--- config.mk ---
export PLATFORM = sky130hd
export DESIGN_NAME = uart_tx_port_flat
export DESIGN_NICKNAME = d
export VERILOG_FILES = /design/src/soc_pkg.sv /design/src/bus_if.sv /design/src/uart_tx_port.sv /design/src/flat_wrapper.sv
export VERILOG_INCLUDE_DIRS = /design/src
export SDC_FILE = /design/constraint.sdc
export NUM_CORES = 1
export LEC_CHECK = 0
export ABC_AREA = 1
export BUFFER_PORTS_ARGS = -buffer_cell sky130_fd_sc_hd__buf_4
export CAP_MARGIN = 10
export CORE_MARGIN = 3
export CORE_UTILIZATION = 40
export CTS_CLUSTER_DIAMETER = 50
export DETAILED_ROUTE_END_ITERATION = 12
export GPL_TIMING_DRIVEN = 0
export PLACE_DENSITY = 0.85
export SYNTH_ARGS = -nofsm -noshare
export SYNTH_HDL_FRONTEND = slang
export SYNTH_SLANG_ARGS = --single-unit
--- constraint.sdc ---
create_clock -name clk -period 3.3 [get_ports clk]
set_clock_uncertainty 0.15 [all_clocks]
set_input_delay 0.165 -clock clk [delete_from_list [all_inputs] [get_ports clk]]
set_output_delay 0.165 -clock clk [all_outputs]
set_load 0.05 [all_outputs]
--- src/soc_defines.svh ---
`ifndef SOC_DEFINES_SVH
`define SOC_DEFINES_SVH

//////////////////////////////////////////////////
// Clocking
//////////////////////////////////////////////////

// System clock in Hz, returned by the frequency register
`define SYS_CLK_HZ 32'd25_000_000

// Cycles per UART bit, kept small for short simulations
`define CLKS_PER_BIT 8

//////////////////////////////////////////////////
// Memory map
//////////////////////////////////////////////////

// Block RAM starts at address zero
`define BRAM_WORDS 256

`define UART_TX_ADDR  32'h1000_0000
`define UART_RX_ADDR  32'h1000_0004
`define UART_LSR_ADDR 32'h1000_0008
`define FREQ_ADDR     32'h1000_000C

`endif

--- src/soc_pkg.sv ---
package soc_pkg;

  // Target picked by the decode stage for one host request
  typedef enum logic [2:0] {
    tgt_none,
    tgt_bram,
    tgt_uart_tx,
    tgt_uart_rx,
    tgt_uart_lsr,
    tgt_freq,
    tgt_unmapped
  } target_e;

  // 16550-style line status, laid over a full bus word
  typedef struct packed {
    logic [16:0] rsvd_hi;   // 31:15
    logic        tx_idle;   // 14, shifter and holding both empty
    logic        thr_empty; // 13
    logic [3:0]  rsvd_mid;  // 12:9
    logic        rx_ready;  // 8
    logic [7:0]  rsvd_lo;   // 7:0
  } lsr_t;

  // Response word, seen as plain data or as line status
  typedef union packed {
    logic [31:0] raw;
    lsr_t        lsr;
  } bus_word_u;

endpackage

--- src/bus_if.sv ---
`timescale 1ns/1ps

// Request from the decode stage, broadcast to every target
interface req_if import soc_pkg::*; ();

  target_e     sel;
  logic [31:0] addr;
  logic [31:0] wdata;
  logic [3:0]  wstrb;
  logic        strobe;

  modport src (output sel, addr, wdata, wstrb, strobe);
  modport dst (input sel, addr, wdata, wstrb, strobe);

endinterface

// Answer of one target towards the response stage
interface resp_if import soc_pkg::*; ();

  logic      done;
  bus_word_u rdata;

  modport src (output done, rdata);
  modport dst (input done, rdata);

endinterface

--- src/uart_tx_port.sv ---
`timescale 1ns/1ps
`include "soc_defines.svh"

module uart_tx_port import soc_pkg::*; (
  input  logic clk,
  input  logic resetn,
  input  logic rx_full,
  req_if.dst   req,
  resp_if.src  tx_resp,
  resp_if.src  lsr_resp,
  output logic uart_tx,
  output logic tx_idle
);

  localparam int bw = $clog2(`CLKS_PER_BIT);

  logic          tx_hit;
  logic          lsr_hit;
  logic          pending;
  logic          load;
  logic          shifting;
  logic          thr_empty;
  logic [9:0]    shift_q;
  logic [bw-1:0] baud_cnt;
  logic [3:0]    bit_cnt;
  lsr_t          lsr_now;

  assign tx_hit  = req.strobe && (req.sel == tgt_uart_tx);
  assign lsr_hit = req.strobe && (req.sel == tgt_uart_lsr);

  // A write waits in pending while a frame is still going out
  assign load    = (tx_hit || pending) && !shifting;
  assign tx_idle = !shifting && !pending;
  assign uart_tx = shift_q[0];

  assign tx_resp.rdata.raw = 32'h0;

  //////////////////////////////////////////////////
  // Serial shifter
  //////////////////////////////////////////////////

  always_ff @(posedge clk) begin
    if (!resetn) begin
      pending      <= 1'b0;
      shifting     <= 1'b0;
      thr_empty    <= 1'b1;
      tx_resp.done <= 1'b0;
      shift_q      <= '1;
      baud_cnt     <= '0;
      bit_cnt      <= '0;
    end else begin
      tx_resp.done <= load;
      if (load) begin
        pending <= 1'b0;
      end else if (tx_hit) begin
        pending <= 1'b1;
      end
      if (load) begin
        shifting  <= 1'b1;
        thr_empty <= 1'b0;
        // Stop, data LSB first, start
        shift_q   <= {1'b1, req.wdata[7:0], 1'b0};
        baud_cnt  <= '0;
        bit_cnt   <= '0;
      end else if (shifting) begin
        if (baud_cnt == bw'(`CLKS_PER_BIT - 1)) begin
          baud_cnt <= '0;
          shift_q  <= {1'b1, shift_q[9:1]};
          if (bit_cnt == 4'd9) begin
            shifting  <= 1'b0;
            thr_empty <= 1'b1;
          end else begin
            bit_cnt <= bit_cnt + 4'd1;
          end
        end else begin
          baud_cnt <= baud_cnt + 1'b1;
        end
      end
    end
  end

  //////////////////////////////////////////////////
  // Line status register
  //////////////////////////////////////////////////

  always_comb begin
    lsr_now           = '0;
    lsr_now.rx_ready  = rx_full;
    lsr_now.thr_empty = thr_empty;
    lsr_now.tx_idle   = tx_idle;
  end

  always_ff @(posedge clk) begin
    if (lsr_hit) lsr_resp.rdata.lsr <= lsr_now;
  end

  always_ff @(posedge clk) begin
    if (!resetn) begin
      lsr_resp.done <= 1'b0;
    end else begin
      lsr_resp.done <= lsr_hit;
    end
  end

endmodule

--- src/flat_wrapper.sv ---
// flat-port wrapper written by rule: the top's interface ports become plain ports
module uart_tx_port_flat import soc_pkg::*;
  (clk, resetn, rx_full, uart_tx, tx_idle, req_sel, req_addr, req_wdata, req_wstrb, req_strobe, tx_resp_done, tx_resp_rdata, lsr_resp_done, lsr_resp_rdata);
  req_if req_i ();
  resp_if tx_resp_i ();
  resp_if lsr_resp_i ();
  input  logic clk;
  input  logic resetn;
  input  logic rx_full;
  output logic uart_tx;
  output logic tx_idle;
  input wire logic [$bits(req_i.sel)-1:0] req_sel;
  input wire logic [$bits(req_i.addr)-1:0] req_addr;
  input wire logic [$bits(req_i.wdata)-1:0] req_wdata;
  input wire logic [$bits(req_i.wstrb)-1:0] req_wstrb;
  input wire logic [$bits(req_i.strobe)-1:0] req_strobe;
  output wire logic [$bits(tx_resp_i.done)-1:0] tx_resp_done;
  output wire logic [$bits(tx_resp_i.rdata)-1:0] tx_resp_rdata;
  output wire logic [$bits(lsr_resp_i.done)-1:0] lsr_resp_done;
  output wire logic [$bits(lsr_resp_i.rdata)-1:0] lsr_resp_rdata;
  assign req_i.sel = req_sel;
  assign req_i.addr = req_addr;
  assign req_i.wdata = req_wdata;
  assign req_i.wstrb = req_wstrb;
  assign req_i.strobe = req_strobe;
  assign tx_resp_done = tx_resp_i.done;
  assign tx_resp_rdata = tx_resp_i.rdata;
  assign lsr_resp_done = lsr_resp_i.done;
  assign lsr_resp_rdata = lsr_resp_i.rdata;
  uart_tx_port u_core (.clk(clk), .resetn(resetn), .rx_full(rx_full), .req(req_i), .tx_resp(tx_resp_i), .lsr_resp(lsr_resp_i), .uart_tx(uart_tx), .tx_idle(tx_idle));
endmodule
# Yosys cells after proc, flatten, opt, wreduce, memory -nomap -nowiden
# Index checks and enable logic that the tools add are counted.
[totals]
out_inout_bits = 68
register_bits = 24
elab_cells = 43
[classes]
mux = 12
n_addsub = 2
bitwise = 2
n_reduce_logical = 14
n_eq_ne = 4
[ops]
columns = ["operator", "count"]
rows = [
  ["$mux W9", 3],
  ["$mux W1", 8],
  ["$eq A3 B3 Y1 const B", 2],
  ["$reduce_and A3 Y1", 2],
  ["$reduce_bool A2 Y1", 3],
  ["$add A4 B1 Y4 const B", 1],
  ["$eq A4 B4 Y1 const B", 1],
  ["$logic_and A1 B1 Y1", 4],
  ["$add A3 B1 Y3 const B", 1],
  ["$eq A3 B2 Y1 const B", 1],
  ["$mux W3", 1],
  ["$logic_not A1 Y1", 2],
  ["$not A1 Y1", 2],
  ["$reduce_and A2 Y1", 1],
  ["$reduce_or A2 Y1", 1],
  ["$logic_or A1 B1 Y1", 1],
]

# Logic depth before layout (Yosys ltp)
# Gate-level depths: netlist of the first run.
[logic_depth]
word_depth = 6
depth_mapped = 9

# Worst setup path after synthesis of the first run
# OpenSTA, ideal clock, no wires.
[synth_timing]
path_type = "reg-to-reg"
from = "register u_core.shifting"
to = "register u_core.lsr_resp.rdata[14], data pin"
path_stages_with_launch = 2
synth_period_minus_slack_ps = 1511
required_ps = 2820
setup_slack_ps = 1789
arrival_time_ps = 1031
setup_ps = 330
path_cell_list = "dfxtp_1 > nor2_1"
[synth_via]
elab_chain_len = 2
[synth_lines]
columns = ["element", "line", "source"]
rows = [
  ["start, declared", "uart_tx_port.sv:21", "logic shifting;"],
  ["start signal, assigned", "uart_tx_port.sv:45", "shifting <= 1'b0;"],
  ["start signal, assigned", "uart_tx_port.sv:59", "shifting <= 1'b1;"],
  ["start signal, assigned", "uart_tx_port.sv:70", "shifting <= 1'b0;"],
  ["$logic_not A1 Y1", "uart_tx_port.sv:33", "assign tx_idle = !shifting && !pending;"],
  ["$logic_and A1 B1 Y1", "uart_tx_port.sv:33", ""],
  ["via tx_idle", "flat_wrapper.sv:11", "output logic tx_idle;"],
  ["end, declared", "bus_if.sv:23", "modport src (output done, rdata);"],
]
# The timed path passes the listed nets, and every way through them passes these cells.
# A chain may end at the register's enable or synchronous reset.

# Worst setup path in the final report of the first run
[layout_timing]
from = "input req_sel[1]"
to = "register u_core.lsr_resp.done"
[layout_via]
elab_chain_len = 2
[layout_lines]
columns = ["element", "line", "source"]
rows = [
  ["start, declared", "flat_wrapper.sv:12", "input wire logic [$bits(req_i.sel)-1:0] req_sel;"],
  ["$eq A3 B3 Y1", "uart_tx_port.sv:29", "assign lsr_hit = req.strobe && (req.sel == tgt_uart_lsr);"],
  ["$logic_and A1 B1 Y1", "uart_tx_port.sv:29", ""],
  ["end signal, assigned", "uart_tx_port.sv:101", "lsr_resp.done <= lsr_hit;"],
  ["end, declared", "bus_if.sv:23", ""],
]
# No other way between the ends.

==> out/qor.yml, run 1 <==
die:
  die_y_um: 69.0
  io_pins: 143
  dieArea_um2: 4770
  core_um2: 3740
  start_util_pct: 42.4
  rows: 22
  die_width_um: 69.0
final_layout:
  final_layout_size_suffix_gt1_share_pct: 33.8
  fin_area_um2: 2150
  final_common_cell: "buf_4"
  layout.nets: 373
  final_cell_mix: "buf_4, conb_1, nand2_1, nand3_1, dfxtp_1"
  synthToLayoutAreaGrowth_pct: 35.0
  final-instance-count-excl-fill: 341
  fillCellCount: 328
  num_antenna_cells: 0
placement:
  numPortBuffers: 20
  place_ws_ns: 1.70
  dpl.cell_count: 332
  hpwl_um: 2340
  place_area_um2: 2020
  place.gp.congestion: 0.798
route:
  met2_length_um: 1360
  met1_length_um: 1210
  dr.pass1.iters: 4
  final_antenna_net_count: 0
  drc: 0
  num_vias: 1308
  wl_met3_um: 302
  drt-vias-per-instance: 3.84
  drt-wirelength-per-cell_um: 8.42
  drt_iter0_drc: 45
  drt-total-wl_um: 2870
  dr.max_layer_used: "met3"
logic_synthesis:
  yosys_warnings: 0
  yosysUniqueCellTypes: 27
  yosysSeqAreaShare_pct: 32.1
  netlist_area_um2: 1590
  syn_area_per_cell_um2: 7.79
  synth_cells: 204
  ys_ff_latch: 24
grt:
  grt_pass1_vias: 1144
  grt_pass1_wl_um: 4910
  grt_max_degree: 15
  antenna_found_initial: 0
  overflow: 0
  grt_usage_pct: 12.0
sta:
  rsz0062_at_grt: "false"
  timing.final.crit_period_ns: 1.62
  hold_viol: 0
  setup_viol: 0
  slew_viol_final: 0
  fin_tns_setup_ns: 0
  min_period_over_period_pct: 49.1
  max_freq_ghz: 0.617
  fin_ws_ns: 1.68
outcome:
  outcome: "complete, no violations"
clocking:
  clock_latency_ns: 0.27
  clk_path_buf_depth: 2
  tritoncts: "done"
  h-tree-depth: 1
  clock-sinks: 24
  cts_root_buf: "clkbuf_8"
  numCtsBuffers: 3
  path_clk_slew_ns: 0.08
critical_path:
  crit_type: "input port to flop"
  reg2reg_depth: 9
  cp.arrival_ns: 1.69
  cp-start-kind: "input port"
  critPathRequiredTime_ns: 3.36
  critPathMaxFanout: 3
  cp-end-kind: "flop"
power:
  ir_worst_vdd_uv: 272
  p_leak_uw: 0.00121
  power_density_nw_per_um2: 403
job:
  cap_viol_max_count: 0
min_path:
  hold_path.class: "input port to flop"
  hold_depth: 5
flip-flops by register name (all words and copies together), names as in the netlist:
name                   cells
u_core.lsr_resp.rdata      3
u_core.shifting            1
u_core.shift_q             9
u_core.thr_empty           1
u_core.lsr_resp.done       1
u_core.tx_resp.done        1
u_core.pending             1
u_core.bit_cnt             4
u_core.baud_cnt            3
worst max-delay path, cell delays in order:
cell,delay [ns]
dlygate4sd3_1,0.54
buf_4,0.14
nor4_1,0.26
dlygate4sd3_1,0.58
stage by stage:
stage	util, %	total power (uW)	hold slack, ns
after floorplan	-	579	0.0914
after CTS	57.3	866	0.0387
final	57.3	864	0.0494
after detailed placement	54.1	607	0.195
after global routing	57.3	901	0.0525
after global placement	54.1	604	0.193
metal layers:
layer	track usage [%]	vias up
met2	19.4	60
li1	-	707
met5	0	-
met1	14.9	541
met4	3.25	0
met3	4.66	0
synthesized netlist by cell type:
master	n	area [um2]
buf_4	64	480
nand2_1	30	113
nand3_1	22	110
dfxtp_1	21	420
inv_1	15	56.3
nor2_1	11	41.3
nand4_1	6	37.5
a21oi_1	5	25.0
ha_1	4	50.1
edfxtp_1	3	90.1
nand2_2	3	18.8
buf_6	2	22.5
nand3b_1	2	15.0
nor3_1	2	10.0
or2_0	2	12.5
a21oi_2	1	8.76
a22oi_1	1	7.51
a31oi_1	1	6.26
buf_1	1	3.75
buf_2	1	5.00
clkinv_2	1	5.00
conb_1	1	3.75
nand2_4	1	11.3
nor2_4	1	11.3
nor4_1	1	6.26
o21ai_2	1	8.76
xnor2_1	1	8.76
final timing paths:
kind / start / to / slack, ns
worst max-delay path: req_sel[1] / u_core.lsr_resp.done / 1.68
worst min-delay path: req_wdata[5] / u_core.shift_q[6] / 0.05
worst max register to register: u_core.baud_cnt[0] / u_core.shift_q[1] / 1.69
worst min register to register: u_core.thr_empty / u_core.lsr_resp.rdata[13] / 0.29
where the power goes:
group | switching (uW) | internal (uW)
Clock | 93.4 | 162
Sequential | 7.34 | 306
Combinational | 210 | 85.0
cells by family after synthesis:
| family | Yosys count | synth area share (%) |
|---|---|---|
| simple gates | 81 | 24.3 |
| other cells | 1 | 0.236 |
| xor+xnor | 1 | 0.551 |
| buf+inv | 84 | 36.1 |
| fa+ha+maj | 4 | 3.15 |
| compound gates | 9 | 3.54 |
| flops | 24 | 32.1 |
what timing repair did:
item                                   in CTS  in global routing
gates resized for setup                     0                  0
setup buffers                               0                  0
hold buffers                                5                  0
endpoints found under the hold margin       4                  0
area by class of cell:
class / instances / area [um2] / area share, %
multi-input cells: 156 / 731 / 34.1
plain buffers: 68 / 512 / 23.8
flip-flops and latches: 24 / 510 / 23.8
repair buffers: 25 / 200 / 9.33
inverters: 16 / 61.3 / 2.86
well taps: 48 / 60.1 / 2.80
clock buffers: 3 / 41.3 / 1.92
clock inverters: 1 / 30.0 / 1.40
No activity file was read; power rests on OpenSTA's default activity.
==> run 2: changes to the inputs <==
--- a/config.mk
+++ b/config.mk
@@ -10,11 +10,11 @@
 export BUFFER_PORTS_ARGS = -buffer_cell sky130_fd_sc_hd__buf_4
 export CAP_MARGIN = 10
 export CORE_MARGIN = 3
-export CORE_UTILIZATION = 40
+export CORE_UTILIZATION = 34
 export CTS_CLUSTER_DIAMETER = 50
 export DETAILED_ROUTE_END_ITERATION = 12
 export GPL_TIMING_DRIVEN = 0
-export PLACE_DENSITY = 0.85
+export PLACE_DENSITY = 0.77
 export SYNTH_ARGS = -nofsm -noshare
 export SYNTH_HDL_FRONTEND = slang
 export SYNTH_SLANG_ARGS = --single-unit
==> constraint.sdc (replaced) <==
create_clock -name clk -period 1.4 [get_ports clk]
set_clock_uncertainty 0.15 [all_clocks]
set_input_delay 0.07 -clock clk [delete_from_list [all_inputs] [get_ports clk]]
set_output_delay 0.07 -clock clk [all_outputs]
set_load 0.05 [all_outputs]
==> out/qor.yml, run 2 (synthesized netlist as in run 1, its figures left out) <==
outcome:
  outcome: "finished, violations left"
  violations: "hold timing, setup timing"
clocking:
  clock_latency_ns: 0.27
  clk_path_buf_depth: 2
  h-tree-depth: 1
  clock-sinks: 24
  path_clk_slew_ns: 0.09
  cts_root_buf: "clkbuf_8"
  numCtsBuffers: 3
  tritoncts: "done"
route:
  drt-vias-per-instance: 3.95
  met2_length_um: 1690
  drt-total-wl_um: 3420
  drt-wirelength-per-cell_um: 9.40
  drc: 0
  met1_length_um: 1390
  wl_met3_um: 318
  drt_iter0_drc: 110
  num_vias: 1438
  dr.pass1.iters: 4
  dr.max_layer_used: "met4"
  final_antenna_net_count: 0
sta:
  holdWs_ns: -0.00589
  timing.final.crit_period_ns: 1.49
  fin_tns_setup_ns: -0.432
  slew_viol_final: 0
  setup_viol: 9
  min_period_over_period_pct: 107
  rsz0062_at_grt: "true"
  hold_viol: 1
  slew_headroom_pct: 65.3
  tightest_slew_ns: 0.520
  max_freq_ghz: 0.669
  fin_ws_ns: -0.0947
final_layout:
  num_antenna_cells: 0
  fillCellCount: 396
  fin_area_um2: 2420
  synthToLayoutAreaGrowth_pct: 52.4
  final_common_cell: "buf_4"
  final_cell_mix: "buf_4, conb_1, nand2_1, nand3_1, dfxtp_1"
  top_regs: "u_core.shift_q x9, u_core.bit_cnt x4"
  largest_reg_flops: 9
  top_register: "u_core.shift_q"
  layout.nets: 392
  final_layout_size_suffix_gt1_share_pct: 41.3
die:
  rows: 24
  die_y_um: 74.4
  io_pins: 143
  core_um2: 4440
  die_width_um: 74.4
  start_util_pct: 35.8
  dieArea_um2: 5530
placement:
  hpwl_um: 2230
  place.gp.congestion: 0.761
  place_area_um2: 2060
  numPortBuffers: 20
power:
  p_sw_uw: 772
  p_leak_uw: 0.00132
  p_int_uw: 1350
  power_density_nw_per_um2: 876
  sw_frac_of_total_pct: 36.4
  ir_worst_vdd_uv: 438
  total_power_uw: 2120
  p_clk_share_pct: 29.0
  power_frac_comb_pct: 35.8
  seqPwrFrac_pct: 35.2
grt:
  grt_pass1_wl_um: 4740
  grt_usage_pct: 10.8
  grt_pass1_vias: 1136
  overflow: 0
  antenna_found_initial: 0
  grt_max_degree: 15
min_path:
  hold_path.startpoint: "resetn"
  hold_path.class: "input port to flop"
  hold_depth: 3
  min_to: "u_core.shift_q[7]"
critical_path:
  critPathRequiredTime_ns: 1.39
  worst_r2r_startpoint: "u_core.baud_cnt[0]"
  cp-end-kind: "flop"
  cp.arrival_ns: 1.48
  critPathMaxFanout: 5
  cp-start-kind: "flop"
  crit_type: "flop to flop"
  r2r-end: "u_core.shift_q[1]"
  r2r_slack_ns: -0.09
  reg2reg_depth: 9
job:
  cap_viol_max_count: 0
## run 2: critical path, stage by stage (launching register included)
cell and delay, ns:
dfxtp_2 0.35, ha_4 0.16, ha_4 0.17, nand2_4 0.08, clkinv_4 0.07, buf_6 0.13
nand2_2 0.05, nand2_1 0.04, nand2_1 0.07, nand3_1 0.08
## run 2: layout make-up
| cell class | count | area [um2] | area share, % |
|---|---|---|---|
| Inverter | 16 | 68.8 | 2.84 |
| Timing Repair Buffer | 43 | 374 | 15.4 |
| Clock inverter | 1 | 30.0 | 1.24 |
| Tap cell | 52 | 65.1 | 2.69 |
| Multi-Input combinational cell | 157 | 801 | 33.1 |
| Clock buffer | 3 | 41.3 | 1.70 |
| Sequential cell | 24 | 519 | 21.4 |
| Buffer | 68 | 523 | 21.6 |
## run 2: timing repair
action,4_1_cts,5_1_grt
endpoints found under the hold margin,13,0
setup buffers,2,9
cloned,1,2
endpoints found under the setup margin,12,18
gates resized for setup,9,14
hold buffers,12,0
pin swaps,3,7
## run 2: worst max-delay path by stage
stage	depth (start not counted)	endpoint	from	slack [ns]
global route	9	u_core.shift_q[1]	u_core.baud_cnt[1]	-0.14
global placement	9	u_core.shift_q[5]	u_core.baud_cnt[0]	-0.06
finish	9	u_core.shift_q[1]	u_core.baud_cnt[0]	-0.09
detailed placement	9	u_core.shift_q[3]	u_core.baud_cnt[0]	-0.11
floorplan	8	u_core.shift_q[7]	u_core.baud_cnt[0]	0.008
CTS	9	u_core.shift_q[3]	u_core.baud_cnt[0]	-0.06
## run 2: layer usage
| metal | track usage, % | vias to the layer above |
|---|---|---|
| li1 | - | 747 |
| met1 | 13.6 | 621 |
| met2 | 17.9 | 66 |
| met3 | 3.92 | 4 |
| met4 | 1.78 | 0 |
| met5 | 0 | - |
## run 2: per-stage QoR
step / utilization, % / worst slack [ns] / std cells
2_1_floorplan: - / 0.00756 / 264
3_3_place_gp: 46.3 / -0.0630 / 336
3_5_place_dp: 46.3 / -0.105 / 336
4_1_cts: 51.7 / -0.0570 / 355
5_1_grt: 54.5 / -0.135 / 364
6_report: 54.5 / -0.0947 / 364
## run 2: power groups by stage
stage / combinational [uW] / sequential (uW) / clock (uW)
global route: 803 / 751 / 638
floorplan: 602 / 767 / 0
CTS: 715 / 743 / 616
finish: 759 / 748 / 614
global placement: 674 / 755 / 0
detailed placement: 680 / 756 / 0
==> run 3: changes to the inputs <==
--- a/config.mk
+++ b/config.mk
@@ -10,11 +10,11 @@
 export BUFFER_PORTS_ARGS = -buffer_cell sky130_fd_sc_hd__buf_4
 export CAP_MARGIN = 10
 export CORE_MARGIN = 3
-export CORE_UTILIZATION = 34
+export CORE_UTILIZATION = 30
 export CTS_CLUSTER_DIAMETER = 50
 export DETAILED_ROUTE_END_ITERATION = 12
 export GPL_TIMING_DRIVEN = 0
-export PLACE_DENSITY = 0.77
+export PLACE_DENSITY = 0.69
 export SYNTH_ARGS = -nofsm -noshare
 export SYNTH_HDL_FRONTEND = slang
 export SYNTH_SLANG_ARGS = --single-unit
==> constraint.sdc (replaced) <==
create_clock -name clk -period 1.4 [get_ports clk]
set_clock_uncertainty 0.15 [all_clocks]
set_input_delay 0.14 -clock clk [delete_from_list [all_inputs] [get_ports clk]]
set_output_delay 0.14 -clock clk [all_outputs]
set_load 0.05 [all_outputs]
==> out/qor.yml, run 3 (synthesized netlist as in run 1, its figures left out) <==
outcome:
  outcome: "finished, violations left"
  violations: "setup timing"
grt:
  grt_max_degree: 15
  antenna_found_initial: 0
  grt_usage_pct: 9.64
  overflow: 0
  grt_pass1_wl_um: 4930
  grt_pass1_vias: 1183
power:
  ir_worst_vdd_uv: 393
  p_leak_uw: 0.00127
  power_density_nw_per_um2: 881
route:
  drc: 0
  drt-vias-per-instance: 3.59
  drt-wirelength-per-cell_um: 8.15
  final_antenna_net_count: 0
  drt_iter0_drc: 75
  drt-total-wl_um: 3000
  num_vias: 1320
  dr.pass1.iters: 3
placement:
  hpwl_um: 2330
  place_ws_ns: -0.0900
  place.gp.congestion: 0.762
  numPortBuffers: 20
  place_area_um2: 2070
final_layout:
  fin_area_um2: 2320
  final_common_cell: "buf_4"
  top_register: "u_core.shift_q"
  final_layout_size_suffix_gt1_share_pct: 41.2
  num_antenna_cells: 0
  layout.nets: 381
  synthToLayoutAreaGrowth_pct: 46.2
  final_cell_mix: "buf_4, conb_1, nand2_1, nand3_1, dfxtp_1"
  fillCellCount: 486
  largest_reg_flops: 9
  top_regs: "u_core.shift_q x9, u_core.bit_cnt x4"
clocking:
  clock_latency_ns: 0.26
  numCtsBuffers: 3
  path_clk_slew_ns: 0.08
  cts_root_buf: "clkbuf_8"
  tritoncts: "done"
  h-tree-depth: 1
  clock-sinks: 24
  clk_path_buf_depth: 2
critical_path:
  cp-end-kind: "flop"
  worst_r2r_startpoint: "u_core.baud_cnt[1]"
  critPathMaxFanout: 5
  r2r_slack_ns: -0.04
  critPathRequiredTime_ns: 1.41
  reg2reg_depth: 9
  crit_type: "flop to flop"
  cp.arrival_ns: 1.45
  r2r-end: "u_core.shift_q[5]"
  cp-start-kind: "flop"
min_path:
  min_to: "u_core.shift_q[1]"
  hold_path.class: "input port to flop"
  hold_depth: 5
  hold_path.startpoint: "req_wdata[0]"
sta:
  setup_viol: 6
  max_freq_ghz: 0.695
  rsz0062_at_grt: "true"
  min_period_over_period_pct: 103
  timing.final.crit_period_ns: 1.44
  hold_viol: 0
  slew_viol_final: 0
  fin_ws_ns: -0.0379
die:
  die_y_um: 78.8
  core_um2: 4910
  die_width_um: 78.8
  start_util_pct: 32.4
  rows: 25
  io_pins: 143
  dieArea_um2: 6210
job:
  cap_viol_max_count: 0
-- run 3: changes by cell type in the layout (fill, tap and decap cells not counted), sizes merged --
cell / before / now
dlygate4sd3: 12 / 6
buf: 98 / 95
clkbuf: 4 / 3
clkinvlp: 1 / 0
inv: 14 / 15
nand2: 35 / 34
-- run 3: timing repair --
action | 4_1_cts | 5_1_grt
hold endpoints to repair | 4 | 0
buffers inserted | 3 | 3
pin swaps | 3 | 8
endpoints found under the setup margin | 12 | 17
hold buffers | 6 | 0
cloned | 1 | 0
gates resized for setup | 8 | 13
-- run 3: layout make-up --
type                    count  area (um2)  share of cell area, %
multi-input cells         156         802                   34.5
flip-flops and latches     24         519                   22.3
plain buffers              68         515                   22.2
repair buffers             33         267                   11.5
well taps                  67        83.8                   3.61
inverters                  16        65.1                   2.80
clock buffers               3        41.3                   1.78
clock inverters             1        30.0                   1.29
-- run 3: metal layers --
metal	routed length (um)	track usage, %
met1	1270	12.0
met2	1440	15.8
met3	279	3.63
met4	12	2.10
met5	0	0
-- run 3: worst max-delay path: stages (launching register included) --
cell      delay, ns
dfxtp_2        0.34
ha_4           0.16
ha_4           0.16
nand2_4        0.08
clkinv_4       0.07
buf_6          0.13
nand2_2        0.05
nand3_2        0.06
nand2_1        0.08
nand2_1        0.05
-- run 3: worst max path at each step --
stage	endpoint	cells past startpoint	startpoint	slack, ns
6_report	u_core.shift_q[5]	9	u_core.baud_cnt[1]	-0.04
3_3_place_gp	u_core.shift_q[5]	9	u_core.baud_cnt[0]	-0.06
4_1_cts	u_core.shift_q[1]	9	u_core.baud_cnt[0]	-0.04
5_1_grt	u_core.shift_q[1]	9	u_core.baud_cnt[0]	-0.12
2_1_floorplan	u_core.shift_q[7]	8	u_core.baud_cnt[0]	0.008
3_5_place_dp	u_core.shift_q[7]	8	u_core.baud_cnt[0]	-0.09
-- run 3: power breakdown --
part | internal, uW | switching, uW | total (uW) | leakage [uW]
logic | 214 | 500 | 713 | 0.00103
clock network | 382 | 209 | 591 | 0.0000357
registers | 721 | 21.4 | 742 | 0.000199
-- run 3: per-stage QoR --
step,utilization [%],hold slack (ns),TNS [ns],power [uW],instances
floorplan,-,0.0664,0,1370,264
global placement,42.2,0.169,-0.409,1430,351
detailed placement,42.2,0.170,-0.703,1440,351
CTS,46.0,0.0198,-0.245,2060,365
global route,47.3,0.0315,-1.01,2150,368
finish,47.3,0.0231,-0.182,2050,368
